==> src/dma_pkg.sv <==
// ****************************************
// Widths and credit count are fixed here
// Credits must not exceed the engine buffer depth
// ****************************************
`default_nettype none

package dma_pkg;

    // Transfer word and bus address widths
    localparam int unsigned DATA_W = 32;
    localparam int unsigned ADDR_W = 32;

    // Source side word FIFO
    localparam int unsigned FIFO_DEPTH = 8;
    localparam int unsigned PTR_W = $clog2(FIFO_DEPTH);
    // One extra bit so a full FIFO can be told from an empty one
    localparam int unsigned FIFO_CNT_W = PTR_W + 1;
    localparam logic [FIFO_CNT_W-1:0] FIFO_FULL = FIFO_CNT_W'(FIFO_DEPTH);

    // Words the engine can hold, which is also the starting credit count
    localparam int unsigned XFER_CREDITS = 2;
    localparam int unsigned CREDIT_W = 2;
    localparam int unsigned BUF_IDX_W = $clog2(XFER_CREDITS);
    localparam logic [CREDIT_W-1:0] CREDIT_INIT = CREDIT_W'(XFER_CREDITS);

    // Address steps for a whole word and for the low half on a 16-bit port
    localparam logic [ADDR_W-1:0] WORD_STEP = ADDR_W'(4);
    localparam logic [ADDR_W-1:0] HALF_STEP = ADDR_W'(2);

    // Bus engine states
    typedef enum logic [2:0] {
        st_idle,    // no work
        st_req,     // bus requested, waiting for grant
        st_own,     // bus owned, pick the next word
        st_addr,    // address phase
        st_data,    // data phase, waiting for sterm or dsack
        st_half,    // gap before the low half cycle on a 16-bit port
        st_release  // hand the bus back
    } bus_state_t;

endpackage

`default_nettype wire

==> src/xfer_credit_if.sv <==
// ****************************************
// Credit link without a ready signal
// The sender owns the credits
// ****************************************
`timescale 1ns/100ps
`default_nettype none

interface xfer_credit_if (
    input logic clk,
    input logic reset
);

    logic                       word_valid;
    logic [dma_pkg::DATA_W-1:0] word_data;
    logic                       word_last;
    // One pulse gives one credit back to the sender
    logic                       credit_return;

    modport src (
        input  clk,
        input  reset,
        output word_valid,
        output word_data,
        output word_last,
        input  credit_return
    );

    modport dst (
        input  clk,
        input  reset,
        input  word_valid,
        input  word_data,
        input  word_last,
        output credit_return
    );

    // Each word passes through st_own before its bus cycle so returns never come back to back
    a_credit_spacing: assert property (@(posedge clk) disable iff (reset)
        credit_return |=> !credit_return);

endinterface

`default_nettype wire
==> src/cpu_bus_sm.sv <==
// ****************************************
// Writes only; ack in address phase is taken
// A bus error or retry is not handled
// ****************************************
`timescale 1ns/100ps
`default_nettype none

module cpu_bus_sm (
    input  logic                       clk,
    input  logic                       reset,
    xfer_credit_if.dst                 link,
    input  logic                       bgrant,
    input  logic                       dsack,
    input  logic                       sterm,
    input  logic [dma_pkg::ADDR_W-1:0] start_addr,
    input  logic                       load_addr,
    output dma_pkg::bus_state_t        next_state,
    output logic                       half,
    output logic [dma_pkg::ADDR_W-1:0] addr,
    output logic [dma_pkg::DATA_W-1:0] data_out,
    output logic                       done
);

    dma_pkg::bus_state_t              state;
    logic [dma_pkg::DATA_W-1:0]       buf_data [dma_pkg::XFER_CREDITS];
    logic [dma_pkg::XFER_CREDITS-1:0] buf_last;
    logic [dma_pkg::BUF_IDX_W-1:0]    wr_idx;
    logic [dma_pkg::BUF_IDX_W-1:0]    rd_idx;
    logic [dma_pkg::CREDIT_W-1:0]     buf_count;
    logic [dma_pkg::ADDR_W-1:0]       run_addr;
    logic                             half_q;
    logic                             bus_cycle;
    logic                             word_done;
    logic                             half_done;
    logic [dma_pkg::DATA_W-1:0]       cur_word;

    assign cur_word  = buf_data[rd_idx];
    assign bus_cycle = (state == dma_pkg::st_addr) || (state == dma_pkg::st_data);
    // sterm ends the word at once, dsack only on the low half
    assign word_done = bus_cycle && (sterm || (dsack && half_q));
    assign half_done = bus_cycle && !sterm && dsack && !half_q;

    // Next value of the half flag, passed on for size1
    assign half = word_done ? 1'b0 : (half_done ? 1'b1 : half_q);

    // Low half goes out on the upper lanes at addr + 2
    assign addr     = run_addr + (half_q ? dma_pkg::HALF_STEP : '0);
    assign data_out = half_q ? {cur_word[dma_pkg::DATA_W/2-1:0], {(dma_pkg::DATA_W/2){1'b0}}}
                             : cur_word;

    always_comb begin
        next_state = state;
        case (state)
            dma_pkg::st_idle:    if (buf_count != '0) next_state = dma_pkg::st_req;
            dma_pkg::st_req:     if (bgrant) next_state = dma_pkg::st_own;
            // Empty buffer before the last word gives the bus back
            dma_pkg::st_own:     next_state = (buf_count != '0) ? dma_pkg::st_addr
                                                                : dma_pkg::st_release;
            dma_pkg::st_addr,
            dma_pkg::st_data: begin
                if (word_done) begin
                    next_state = buf_last[rd_idx] ? dma_pkg::st_release : dma_pkg::st_own;
                end else if (half_done) begin
                    next_state = dma_pkg::st_half;
                end else begin
                    next_state = dma_pkg::st_data;
                end
            end
            dma_pkg::st_half:    next_state = dma_pkg::st_addr;
            dma_pkg::st_release: next_state = dma_pkg::st_idle;
            default:             next_state = dma_pkg::st_idle;
        endcase
    end

    // Control registers
    always_ff @(posedge clk) begin
        if (reset) begin
            state              <= dma_pkg::st_idle;
            half_q             <= 1'b0;
            wr_idx             <= '0;
            rd_idx             <= '0;
            buf_count          <= '0;
            done               <= 1'b0;
            link.credit_return <= 1'b0;
        end else begin
            state  <= next_state;
            half_q <= half;
            if (link.word_valid) wr_idx <= wr_idx + 1'b1;
            if (word_done)       rd_idx <= rd_idx + 1'b1;
            case ({link.word_valid, word_done})
                2'b10:   buf_count <= buf_count + 1'b1;
                2'b01:   buf_count <= buf_count - 1'b1;
                default: buf_count <= buf_count;
            endcase
            // A finished word frees a buffer slot
            link.credit_return <= word_done;
            done               <= word_done && buf_last[rd_idx];
        end
    end

    // Word buffer, filled straight from the link
    always_ff @(posedge clk) begin
        if (link.word_valid) begin
            buf_data[wr_idx] <= link.word_data;
            buf_last[wr_idx] <= link.word_last;
        end
    end

    // Running address, a load overrides the increment
    always_ff @(posedge clk) begin
        if (load_addr) begin
            run_addr <= start_addr;
        end else if (word_done) begin
            run_addr <= run_addr + dma_pkg::WORD_STEP;
        end
    end

    // Memory side drives only one acknowledge kind per cycle
    a_one_ack: assert property (@(posedge clk) disable iff (reset)
        (state == dma_pkg::st_data) |-> !(dsack && sterm));

    // Credits on the FIFO side keep the buffer from overflowing
    a_buf_room: assert property (@(posedge clk) disable iff (reset)
        (link.word_valid && !word_done) |-> (buf_count != dma_pkg::CREDIT_INIT));

endmodule

`default_nettype wire

==> src/cpu_sm_outputs.sv <==
// ****************************************
// Strobes lag the engine state one cycle
// ****************************************
`timescale 1ns/100ps
`default_nettype none

module cpu_sm_outputs (
    input  logic                clk,
    input  logic                reset,
    input  dma_pkg::bus_state_t next_state,
    input  logic                half,
    input  logic                bgrant,
    output logic                breq,
    output logic                bgack,
    output logic                as,
    output logic                ds,
    output logic                size1
);

    logic breq_d;
    logic bgack_d;
    logic as_d;
    logic ds_d;
    logic size1_d;
    logic owned_next;
    logic cycle_next;

    always_comb begin
        // Engine holds the bus in these states
        owned_next = (next_state == dma_pkg::st_own)  || (next_state == dma_pkg::st_addr) ||
                     (next_state == dma_pkg::st_data) || (next_state == dma_pkg::st_half);
        cycle_next = (next_state == dma_pkg::st_addr) || (next_state == dma_pkg::st_data);

        // Request only while waiting for the grant
        breq_d  = (next_state == dma_pkg::st_req);
        // bgack needs a grant to start, then holds until release
        bgack_d = owned_next && (bgack || bgrant);
        // Address strobe over both phases
        as_d    = cycle_next;
        // Data strobe a cycle after the address is set up
        ds_d    = (next_state == dma_pkg::st_data);
        // Low half cycle on a 16-bit port, including its gap cycle
        size1_d = half && (cycle_next || (next_state == dma_pkg::st_half));
    end

    always_ff @(posedge clk) begin
        if (reset) begin
            breq  <= 1'b0;
            bgack <= 1'b0;
            as    <= 1'b0;
            ds    <= 1'b0;
            size1 <= 1'b0;
        end else begin
            breq  <= breq_d;
            bgack <= bgack_d;
            as    <= as_d;
            ds    <= ds_d;
            size1 <= size1_d;
        end
    end

    // ds only inside a cycle whose address phase has already been seen
    a_ds_in_as: assert property (@(posedge clk) disable iff (reset)
        ds |-> (as && $past(as)));

endmodule

`default_nettype wire

==> src/fifo_stage.sv <==
// ****************************************
// Words only leave while credits remain
// src_ready is low only when the FIFO is full
// ****************************************
`timescale 1ns/100ps
`default_nettype none

module fifo_stage (
    input  logic                       clk,
    input  logic                       reset,
    input  logic                       src_valid,
    input  logic [dma_pkg::DATA_W-1:0] src_data,
    input  logic                       src_last,
    output logic                       src_ready,
    xfer_credit_if.src                 link
);

    // Entry holds the last flag above the data word
    logic [dma_pkg::DATA_W:0]       mem [dma_pkg::FIFO_DEPTH];
    logic [dma_pkg::PTR_W-1:0]      wr_ptr;
    logic [dma_pkg::PTR_W-1:0]      rd_ptr;
    logic [dma_pkg::FIFO_CNT_W-1:0] count;
    logic [dma_pkg::CREDIT_W-1:0]   credit;
    logic                           push;
    logic                           pop;

    // Source handshake
    assign src_ready = (count != dma_pkg::FIFO_FULL);
    assign push      = src_valid && src_ready;

    // Forward the oldest word whenever one is stored and a credit is left
    assign pop = (count != '0) && (credit != '0);

    // Word storage
    always_ff @(posedge clk) begin
        if (push) begin
            mem[wr_ptr] <= {src_last, src_data};
        end
    end

    // Pointers, fill level and credits
    always_ff @(posedge clk) begin
        if (reset) begin
            wr_ptr <= '0;
            rd_ptr <= '0;
            count  <= '0;
            credit <= dma_pkg::CREDIT_INIT;
        end else begin
            if (push) begin
                wr_ptr <= wr_ptr + 1'b1;
            end
            if (pop) begin
                rd_ptr <= rd_ptr + 1'b1;
            end
            case ({push, pop})
                2'b10:   count <= count + 1'b1;
                2'b01:   count <= count - 1'b1;
                default: count <= count;
            endcase
            // Spend and return in one cycle cancel out
            case ({link.credit_return, pop})
                2'b10:   credit <= credit + 1'b1;
                2'b01:   credit <= credit - 1'b1;
                default: credit <= credit;
            endcase
        end
    end

    // One valid cycle toward the engine per word
    always_ff @(posedge clk) begin
        if (reset) begin
            link.word_valid <= 1'b0;
        end else begin
            link.word_valid <= pop;
        end
    end

    // Word payload holds between pops
    always_ff @(posedge clk) begin
        if (pop) begin
            link.word_data <= mem[rd_ptr][dma_pkg::DATA_W-1:0];
            link.word_last <= mem[rd_ptr][dma_pkg::DATA_W];
        end
    end

    // Engine must never hand back more credits than it was given
    a_credit_max: assert property (@(posedge clk) disable iff (reset)
        credit <= dma_pkg::CREDIT_INIT);

    // Fill level must match the pointer distance or a push would overwrite a stored word
    a_no_overflow: assert property (@(posedge clk) disable iff (reset)
        count[dma_pkg::PTR_W-1:0] == (wr_ptr - rd_ptr));

endmodule

`default_nettype wire

==> src/sdmac_top.sv <==
// ****************************************
// load_addr must precede each block's words
// ****************************************
`timescale 1ns/100ps
`default_nettype none

module sdmac_top (
    input  logic                       clk,
    input  logic                       reset,
    // Peripheral side word source
    input  logic                       src_valid,
    input  logic [dma_pkg::DATA_W-1:0] src_data,
    input  logic                       src_last,
    output logic                       src_ready,
    // Block start address
    input  logic [dma_pkg::ADDR_W-1:0] start_addr,
    input  logic                       load_addr,
    // Processor bus
    input  logic                       bgrant,
    input  logic                       dsack,
    input  logic                       sterm,
    output logic                       breq,
    output logic                       bgack,
    output logic                       as,
    output logic                       ds,
    output logic                       size1,
    output logic [dma_pkg::ADDR_W-1:0] addr,
    output logic [dma_pkg::DATA_W-1:0] data_out,
    output logic                       done
);

    dma_pkg::bus_state_t next_state;
    logic                half;

    // Credit link between FIFO and engine
    xfer_credit_if link0 (
        .clk   (clk),
        .reset (reset)
    );

    fifo_stage fifo0 (
        .clk       (clk),
        .reset     (reset),
        .src_valid (src_valid),
        .src_data  (src_data),
        .src_last  (src_last),
        .src_ready (src_ready),
        .link      (link0.src)
    );

    cpu_bus_sm sm0 (
        .clk        (clk),
        .reset      (reset),
        .link       (link0.dst),
        .bgrant     (bgrant),
        .dsack      (dsack),
        .sterm      (sterm),
        .start_addr (start_addr),
        .load_addr  (load_addr),
        .next_state (next_state),
        .half       (half),
        .addr       (addr),
        .data_out   (data_out),
        .done       (done)
    );

    // Registered strobes from the engine's next state
    cpu_sm_outputs out0 (
        .clk        (clk),
        .reset      (reset),
        .next_state (next_state),
        .half       (half),
        .bgrant     (bgrant),
        .breq       (breq),
        .bgack      (bgack),
        .as         (as),
        .ds         (ds),
        .size1      (size1)
    );

endmodule

`default_nettype wire

==> config.mk <==
export PLATFORM = sky130hd
export DESIGN_NAME = sdmac_top
export DESIGN_NICKNAME = d
export VERILOG_FILES = /design/src/dma_pkg.sv /design/src/xfer_credit_if.sv /design/src/cpu_bus_sm.sv /design/src/cpu_sm_outputs.sv /design/src/fifo_stage.sv /design/src/sdmac_top.sv
export SDC_FILE = /design/constraint.sdc
export NUM_CORES = 1
export LEC_CHECK = 0
export BUFFER_PORTS_ARGS = -buffer_cell sky130_fd_sc_hd__buf_4
export CORE_MARGIN = 3
export CORE_UTILIZATION = 64
export DETAILED_ROUTE_END_ITERATION = 12
export PLACE_DENSITY = 0.85
export SLEW_MARGIN = 0
export SYNTH_ARGS = -nofsm -noshare
export SYNTH_HDL_FRONTEND = slang
export SYNTH_SLANG_ARGS = --single-unit
==> constraint.sdc <==
create_clock -name clk -period 13.1 [get_ports clk]
set_input_delay 0.655 -clock clk [delete_from_list [all_inputs] [get_ports clk]]
set_output_delay 0.655 -clock clk [all_outputs]
set_load 0.05 [all_outputs]
# After elaboration in Yosys (flattened, before gate mapping)
# Memories as Yosys holds them, arrays and structs flattened. A register that Yosys moved wholly into a read port is not among the register bits.
# Index checks and enable logic that the tools add are counted.
[word_totals]
regBits = 62
ramBits = 328
input_bits = 72
wordCells = 110
memories = 2
[classes]
n_addsub = 12
order_cmp = 3
n_eq_ne = 17
muxes = 27
n_reduce_logical = 30
[memory_table]
columns = ["name", "words", "word_bits", "read_ports", "rd_ports_with_merged_regs", "write_ports", "line_no", "source"]
rows = [
  ["fifo0.mem", 8, 33, 1, 1, 1, "fifo_stage.sv:19", "logic [dma_pkg::DATA_W:0] mem [dma_pkg::FIFO_DEPTH];"],
  ["sm0.buf_data", 2, 32, 1, 1, 1, "cpu_bus_sm.sv:25", "logic [dma_pkg::DATA_W-1:0] buf_data [dma_pkg::XFER_CREDITS];"],
]
[op_table]
columns = ["op", "n"]
rows = [
  ["32-bit 2-to-1 mux", 3],
  ["32-bit by 3-bit adder with 32-bit output, second input constant", 1],
  ["32-bit adder", 1],
  ["3-bit 2-to-1 mux", 5],
  ["3-bit case mux with 5 select lines", 1],
  ["3-bit by 2-bit equality test with 1-bit output, second input constant", 4],
  ["3-bit equality test, second input constant", 4],
  ["1-bit 2-to-1 mux", 12],
  ["2-bit nonzero test", 6],
  ["1-bit logical AND", 11],
  ["1-bit logical OR", 8],
  ["2-bit case mux with 2 select lines", 2],
  ["4-bit case mux with 2 select lines", 1],
  ["3-bit by 1-bit adder with 3-bit output, second input constant", 2],
  ["2-bit by 1-bit equality test with 1-bit output, second input constant", 3],
  ["2-bit equality test, second input constant", 3],
  ["3-bit by 1-bit equality test with 1-bit output, second input constant", 2],
  ["2-bit by 1-bit adder with 2-bit output, second input constant", 2],
  ["4-bit by 1-bit adder with 4-bit output, second input constant", 1],
  ["1-bit by 2-bit < comparator with 1-bit output, second input constant", 2],
  ["4-bit != test, second input constant", 1],
  ["4-bit nonzero test", 1],
  ["2-bit by 1-bit subtractor with 2-bit output, second input constant", 2],
  ["4-bit by 1-bit subtractor with 4-bit output, second input constant", 1],
  ["other kinds (8)", 10],
]

# Longest topological paths before layout
[depth]
ltp_word = 13
mapped_depth = 10
mapped_depth_nobuf = 10

# Cells and area by module
# Synthesis repeated with hierarchy kept, for this count alone.
[hier_totals]
hier_cells = 1023
area_unflattened_um2 = 17493.0
[modules_own_cells]
columns = ["mod", "n_inst", "cells_per_inst", "area_each_um2", "seq_area_each_um2"]
rows = [
  ["fifo_stage", 1, 498, 11738.8, 9178.8],
  ["cpu_bus_sm", 1, 509, 5580.4, 3163.0],
  ["cpu_sm_outputs", 1, 16, 173.9, 100.1],
]

# Worst setup path before layout
# No wires, ideal clock.
[synth_timing]
path_kind = "flip-flop to flip-flop"
start = "register fifo0.count[0] (netlist bit)"
end = "memory fifo0.mem[0][0] (netlist bit), enable pin"
setup_ns = 0.506
t_arrival_ns = 4.322
t_required_ns = 12.594
path_slack_ns = 8.272
path_stages_with_launch = 5
period_less_slack_ns = 4.828
cell_sequence = "dfxtp_1 nor3_1 nand2_1 nand2_1 nor4_1"
[synth_via]
elab_chain_cells = 4
[synth_rtl]
columns = ["element", "line_no", "source"]
rows = [
  ["start, declared", "fifo_stage.sv:22", "logic [dma_pkg::FIFO_CNT_W-1:0] count;"],
  ["start signal, assigned", "fifo_stage.sv:56", "2'b10: count <= count + 1'b1;"],
  ["start signal, assigned", "fifo_stage.sv:57", "2'b01: count <= count - 1'b1;"],
  ["start signal, assigned", "fifo_stage.sv:58", "default: count <= count;"],
  ["4-bit != test", "fifo_stage.sv:28", "assign src_ready = (count != dma_pkg::FIFO_FULL);"],
  ["named net src_ready", "sdmac_top.sv:14", "output logic src_ready,"],
  ["1-bit logical AND", "fifo_stage.sv:29", "assign push = src_valid && src_ready;"],
  ["1-bit 2-to-1 mux", "fifo_stage.sv:36", "if (push) begin"],
  ["1-bit 2-to-1 mux (not written as such)", "fifo_stage.sv:37", "mem[wr_ptr] <= {src_last, src_data};"],
  ["end, declared", "fifo_stage.sv:19", ""],
]
# The timed path passes the listed nets, and every way through them passes these cells.

# Final worst setup path
[layout_timing]
start = "register sm0.half_q"
end = "output port addr[29] (netlist bit)"
[layout_via]
elab_chain_cells = 2
[layout_rtl]
columns = ["element", "line_no", "source"]
rows = [
  ["start, declared", "cpu_bus_sm.sv:31", "logic half_q;"],
  ["start signal, assigned", "cpu_bus_sm.sv:87", "half_q <= half;"],
  ["2-bit 2-to-1 mux", "cpu_bus_sm.sv:47", "assign addr = run_addr + (half_q ? dma_pkg::HALF_STEP : '0);"],
  ["32-bit adder", "cpu_bus_sm.sv:47", ""],
  ["end, declared", "sdmac_top.sv:27", "output logic [dma_pkg::ADDR_W-1:0] addr,"],
]
# Every way passes these cells.

==> qor.yml <==
logic_synthesis:
  synthTopCellsByCount: "edfxtp_1, mux4_2, nand2_1, nor2_1, xor2_1"
  synthArstFlopShare_pct: 0
  netlist_area_sq_mm: 0.0173
  synth_area_leader_cell: "edfxtp_1"
  ys_ff_latch: 424
  yosysWarnings: 0
  synth_seq_area_share_pct: 72.1
  netlist_instances: 1002
  synth_cell_types: 55
  yosys.area.top_type_share_pct: 68.8
  synth_edf_count: 395
  synth_nets: 1085
  synth-main-ff-cell: "edfxtp_1"
  syn_avg_cell_area_sq_um: 17.2
  synth_most_common_cell: "edfxtp_1"
  netlist_top_cells_area: "edfxtp_1, mux4_2, dfxtp_1"
clock_network:
  cts_tree: "yes"
  cts_setup_buffers: 0
  ctsResizeCount: 0
  ctsLongestPathBuffers: 3
  cts_root_buf: "clkbuf_16"
  htreeDepth: 2
  worstSkewPairLatency_ns: 0.55
  cts_buffers: 42
  ctsHoldBuffers: 0
  clk_pin_slew_worst_paths_ns: 0.06
  cts.sinks: 424
timing:
  fin_crit_ns: 4.56
  fin_ws_ns: 8.54
  rsz0062_at_grt: "false"
  finalCritPeriodShare_pct: 34.8
  fmax_ghz: 0.219
  skew_ns: 0.0125
  whs_ns: 0.335
  hold_viol: 0
  worstMarginPinSlew_ns: 1.18
  setup_viol: 0
  relSlewSlack_pct: 21.5
  drv_slew: 0
  finalSetupTns_ns: 0
floorplanning:
  ioPinCount: 143
  start_util_pct: 65.6
  die_w_microns: 170
  die_area_sq_mm: 0.0290
  rows: 59
  die_h_microns: 170
  core_sq_mm: 0.0263
drt:
  num_vias: 9229
  ant_nets: 0
  avgRoutedWirePerCell_microns: 24.1
  drc: 0
  drt_iter0_markers: 915
  route.detailed.vias_per_inst: 6.12
  first_pass_iters: 5
  totalWireLength_microns: 36400
global_route:
  grt_use_met3_pct: 4.79
  met2_usage_pct: 45.3
  grt_pass1_wl_microns: 55600
  met1_usage_pct: 32.8
  grt_pass1_vias: 9551
  grt_max_degree: 69
  top_usage_layer: "met2"
  overflow: 0
  antenna_found_initial: 0
  grt_use_total_pct: 25.5
power:
  power_density_mw_per_mm2: 205
  comb_power_share_pct: 25.4
  p_seq_share_pct: 45.8
  ir_drop_v: 0.000175
  switching_share_pct: 30.9
  p_clk_share_pct: 28.7
  p_int_mw: 2.83
  leakage_nw: 6.68
  power_switching_mw: 1.27
setup_path:
  cpPeakStageDelay_ns: 0.96
  required_ns: 12.44
  crit_chain: "ha_1 -> ha_1 -> nand3_1 -> nor3_2 -> and2_0 -> nand4_1 -> xnor2_1 -> buf_4"
  worst-path-buf-inv: 1
  critical_path_class: "reg2out"
  cp-start-kind: "register"
  critPathSlowestCell: "dfxtp_2"
  timing.critical_path.to_type: "output pin"
  path_common_cell: "ha_1"
  arrival_ns: 3.91
  crit_fanout: 53
  crit_family: "simple AND/OR/NAND/NOR gates"
place:
  hpwl_microns: 20400
  place_area_sq_mm: 0.0186
  gp_congestion: 0.872
  place_ws_ns: 9.04
  place.port_buffers: 142
worst_hold_path:
  hp-class: "in2reg"
final_layout:
  diodes: 0
  area_delta_synth_final_pct: 16.0
  layout.nets: 1227
  utilization_pct: 76.1
  design_area_sq_mm: 0.0200
  layout-drive-gt1-share_pct: 29.7
run_status:
  status: "complete, no violations"
run:
  max_cap_viol_count: 0
[logic make-up after synthesis]
logic type | Yosys count | share of synthesized area [%]
and+or+nand+nor | 230 | 6.94
buffers and inverters | 63 | 1.65
AOI/OAI and AO/OA | 86 | 3.02
muxes | 118 | 11.9
xor gates and xnor gates | 70 | 3.55
DFF | 424 | 72.1
adders and majority gates | 11 | 0.841
[power groups by stage]
stage               Clock (mW)  Sequential (mW)  Combinational, mW
global placement             0             1.88               1.01
CTS                       1.19             1.88               1.05
floorplan                    0             1.85              0.769
finish                    1.18             1.88               1.04
detailed placement           0             1.90               1.03
global route              1.24             1.90               1.12
[per-layer routing]
metal	share of wire (%)	vias to the layer above
met2	53	394
met4	2.0	0
met1	38	4633
li1	-	4153
met3	6.9	49
met5	0	-
[stage by stage]
| step | total power, mW | cells |
|---|---|---|
| global route | 4.26 | 1509 |
| floorplan | 2.62 | 1002 |
| detailed placement | 2.93 | 1435 |
| CTS | 4.12 | 1509 |
| global placement | 2.89 | 1435 |
| finish | 4.10 | 1509 |
[cells in the final DEF, fill, tap and decap left out, types with 12 or more instances in the layout]
| master | instances |
|---|---|
| mux2_2 | 34 |
| dfxtp_1 | 25 |
| xor2_1 | 39 |
| mux4_2 | 66 |
| a211oi_1 | 17 |
| xnor2_1 | 31 |
| nand2_1 | 65 |
| mux2i_1 | 18 |
| nand3_1 | 22 |
| clkbuf_16 | 42 |
| nor2_1 | 54 |
| buf_4 | 155 |
| a21oi_1 | 24 |
| nor2b_1 | 20 |
| clkinv_2 | 12 |
| o21ai_0 | 32 |
| edfxtp_1 | 395 |
[worst paths after layout]
check	slack, ns	to	depth (start not counted)	start
max reg2reg	10.12	fifo0.count[3]	9	fifo0.count[0]
max	8.54	addr[29]	8	sm0.half_q
min	0.33	fifo0.mem[1][16]	1	src_data[16]
min reg2reg	0.44	sm0.buf_data[0][31]	0	fifo0.link.word_data[31]
[state kept, by name, summed over array words and instances, names as in the netlist, 2 cells and up, named ones only]
register,count
fifo0.count,4
fifo0.credit,2
fifo0.link.word_data,32
fifo0.mem,264
fifo0.rd_ptr,3
fifo0.wr_ptr,3
sm0.buf_count,2
sm0.buf_data,64
sm0.buf_last,2
sm0.run_addr,32
sm0.state,3
[layout make-up]
cell class,instances,area [sq um]
multi-input combinational,515,4590
clock buffer,49,1090
inverter,6,22.5
fill,1455,6280
tap,335,419
clock inverter,25,273
sequential,424,12400
timing repair buffer,155,1160
No activity file was read; power rests on OpenSTA's default activity.
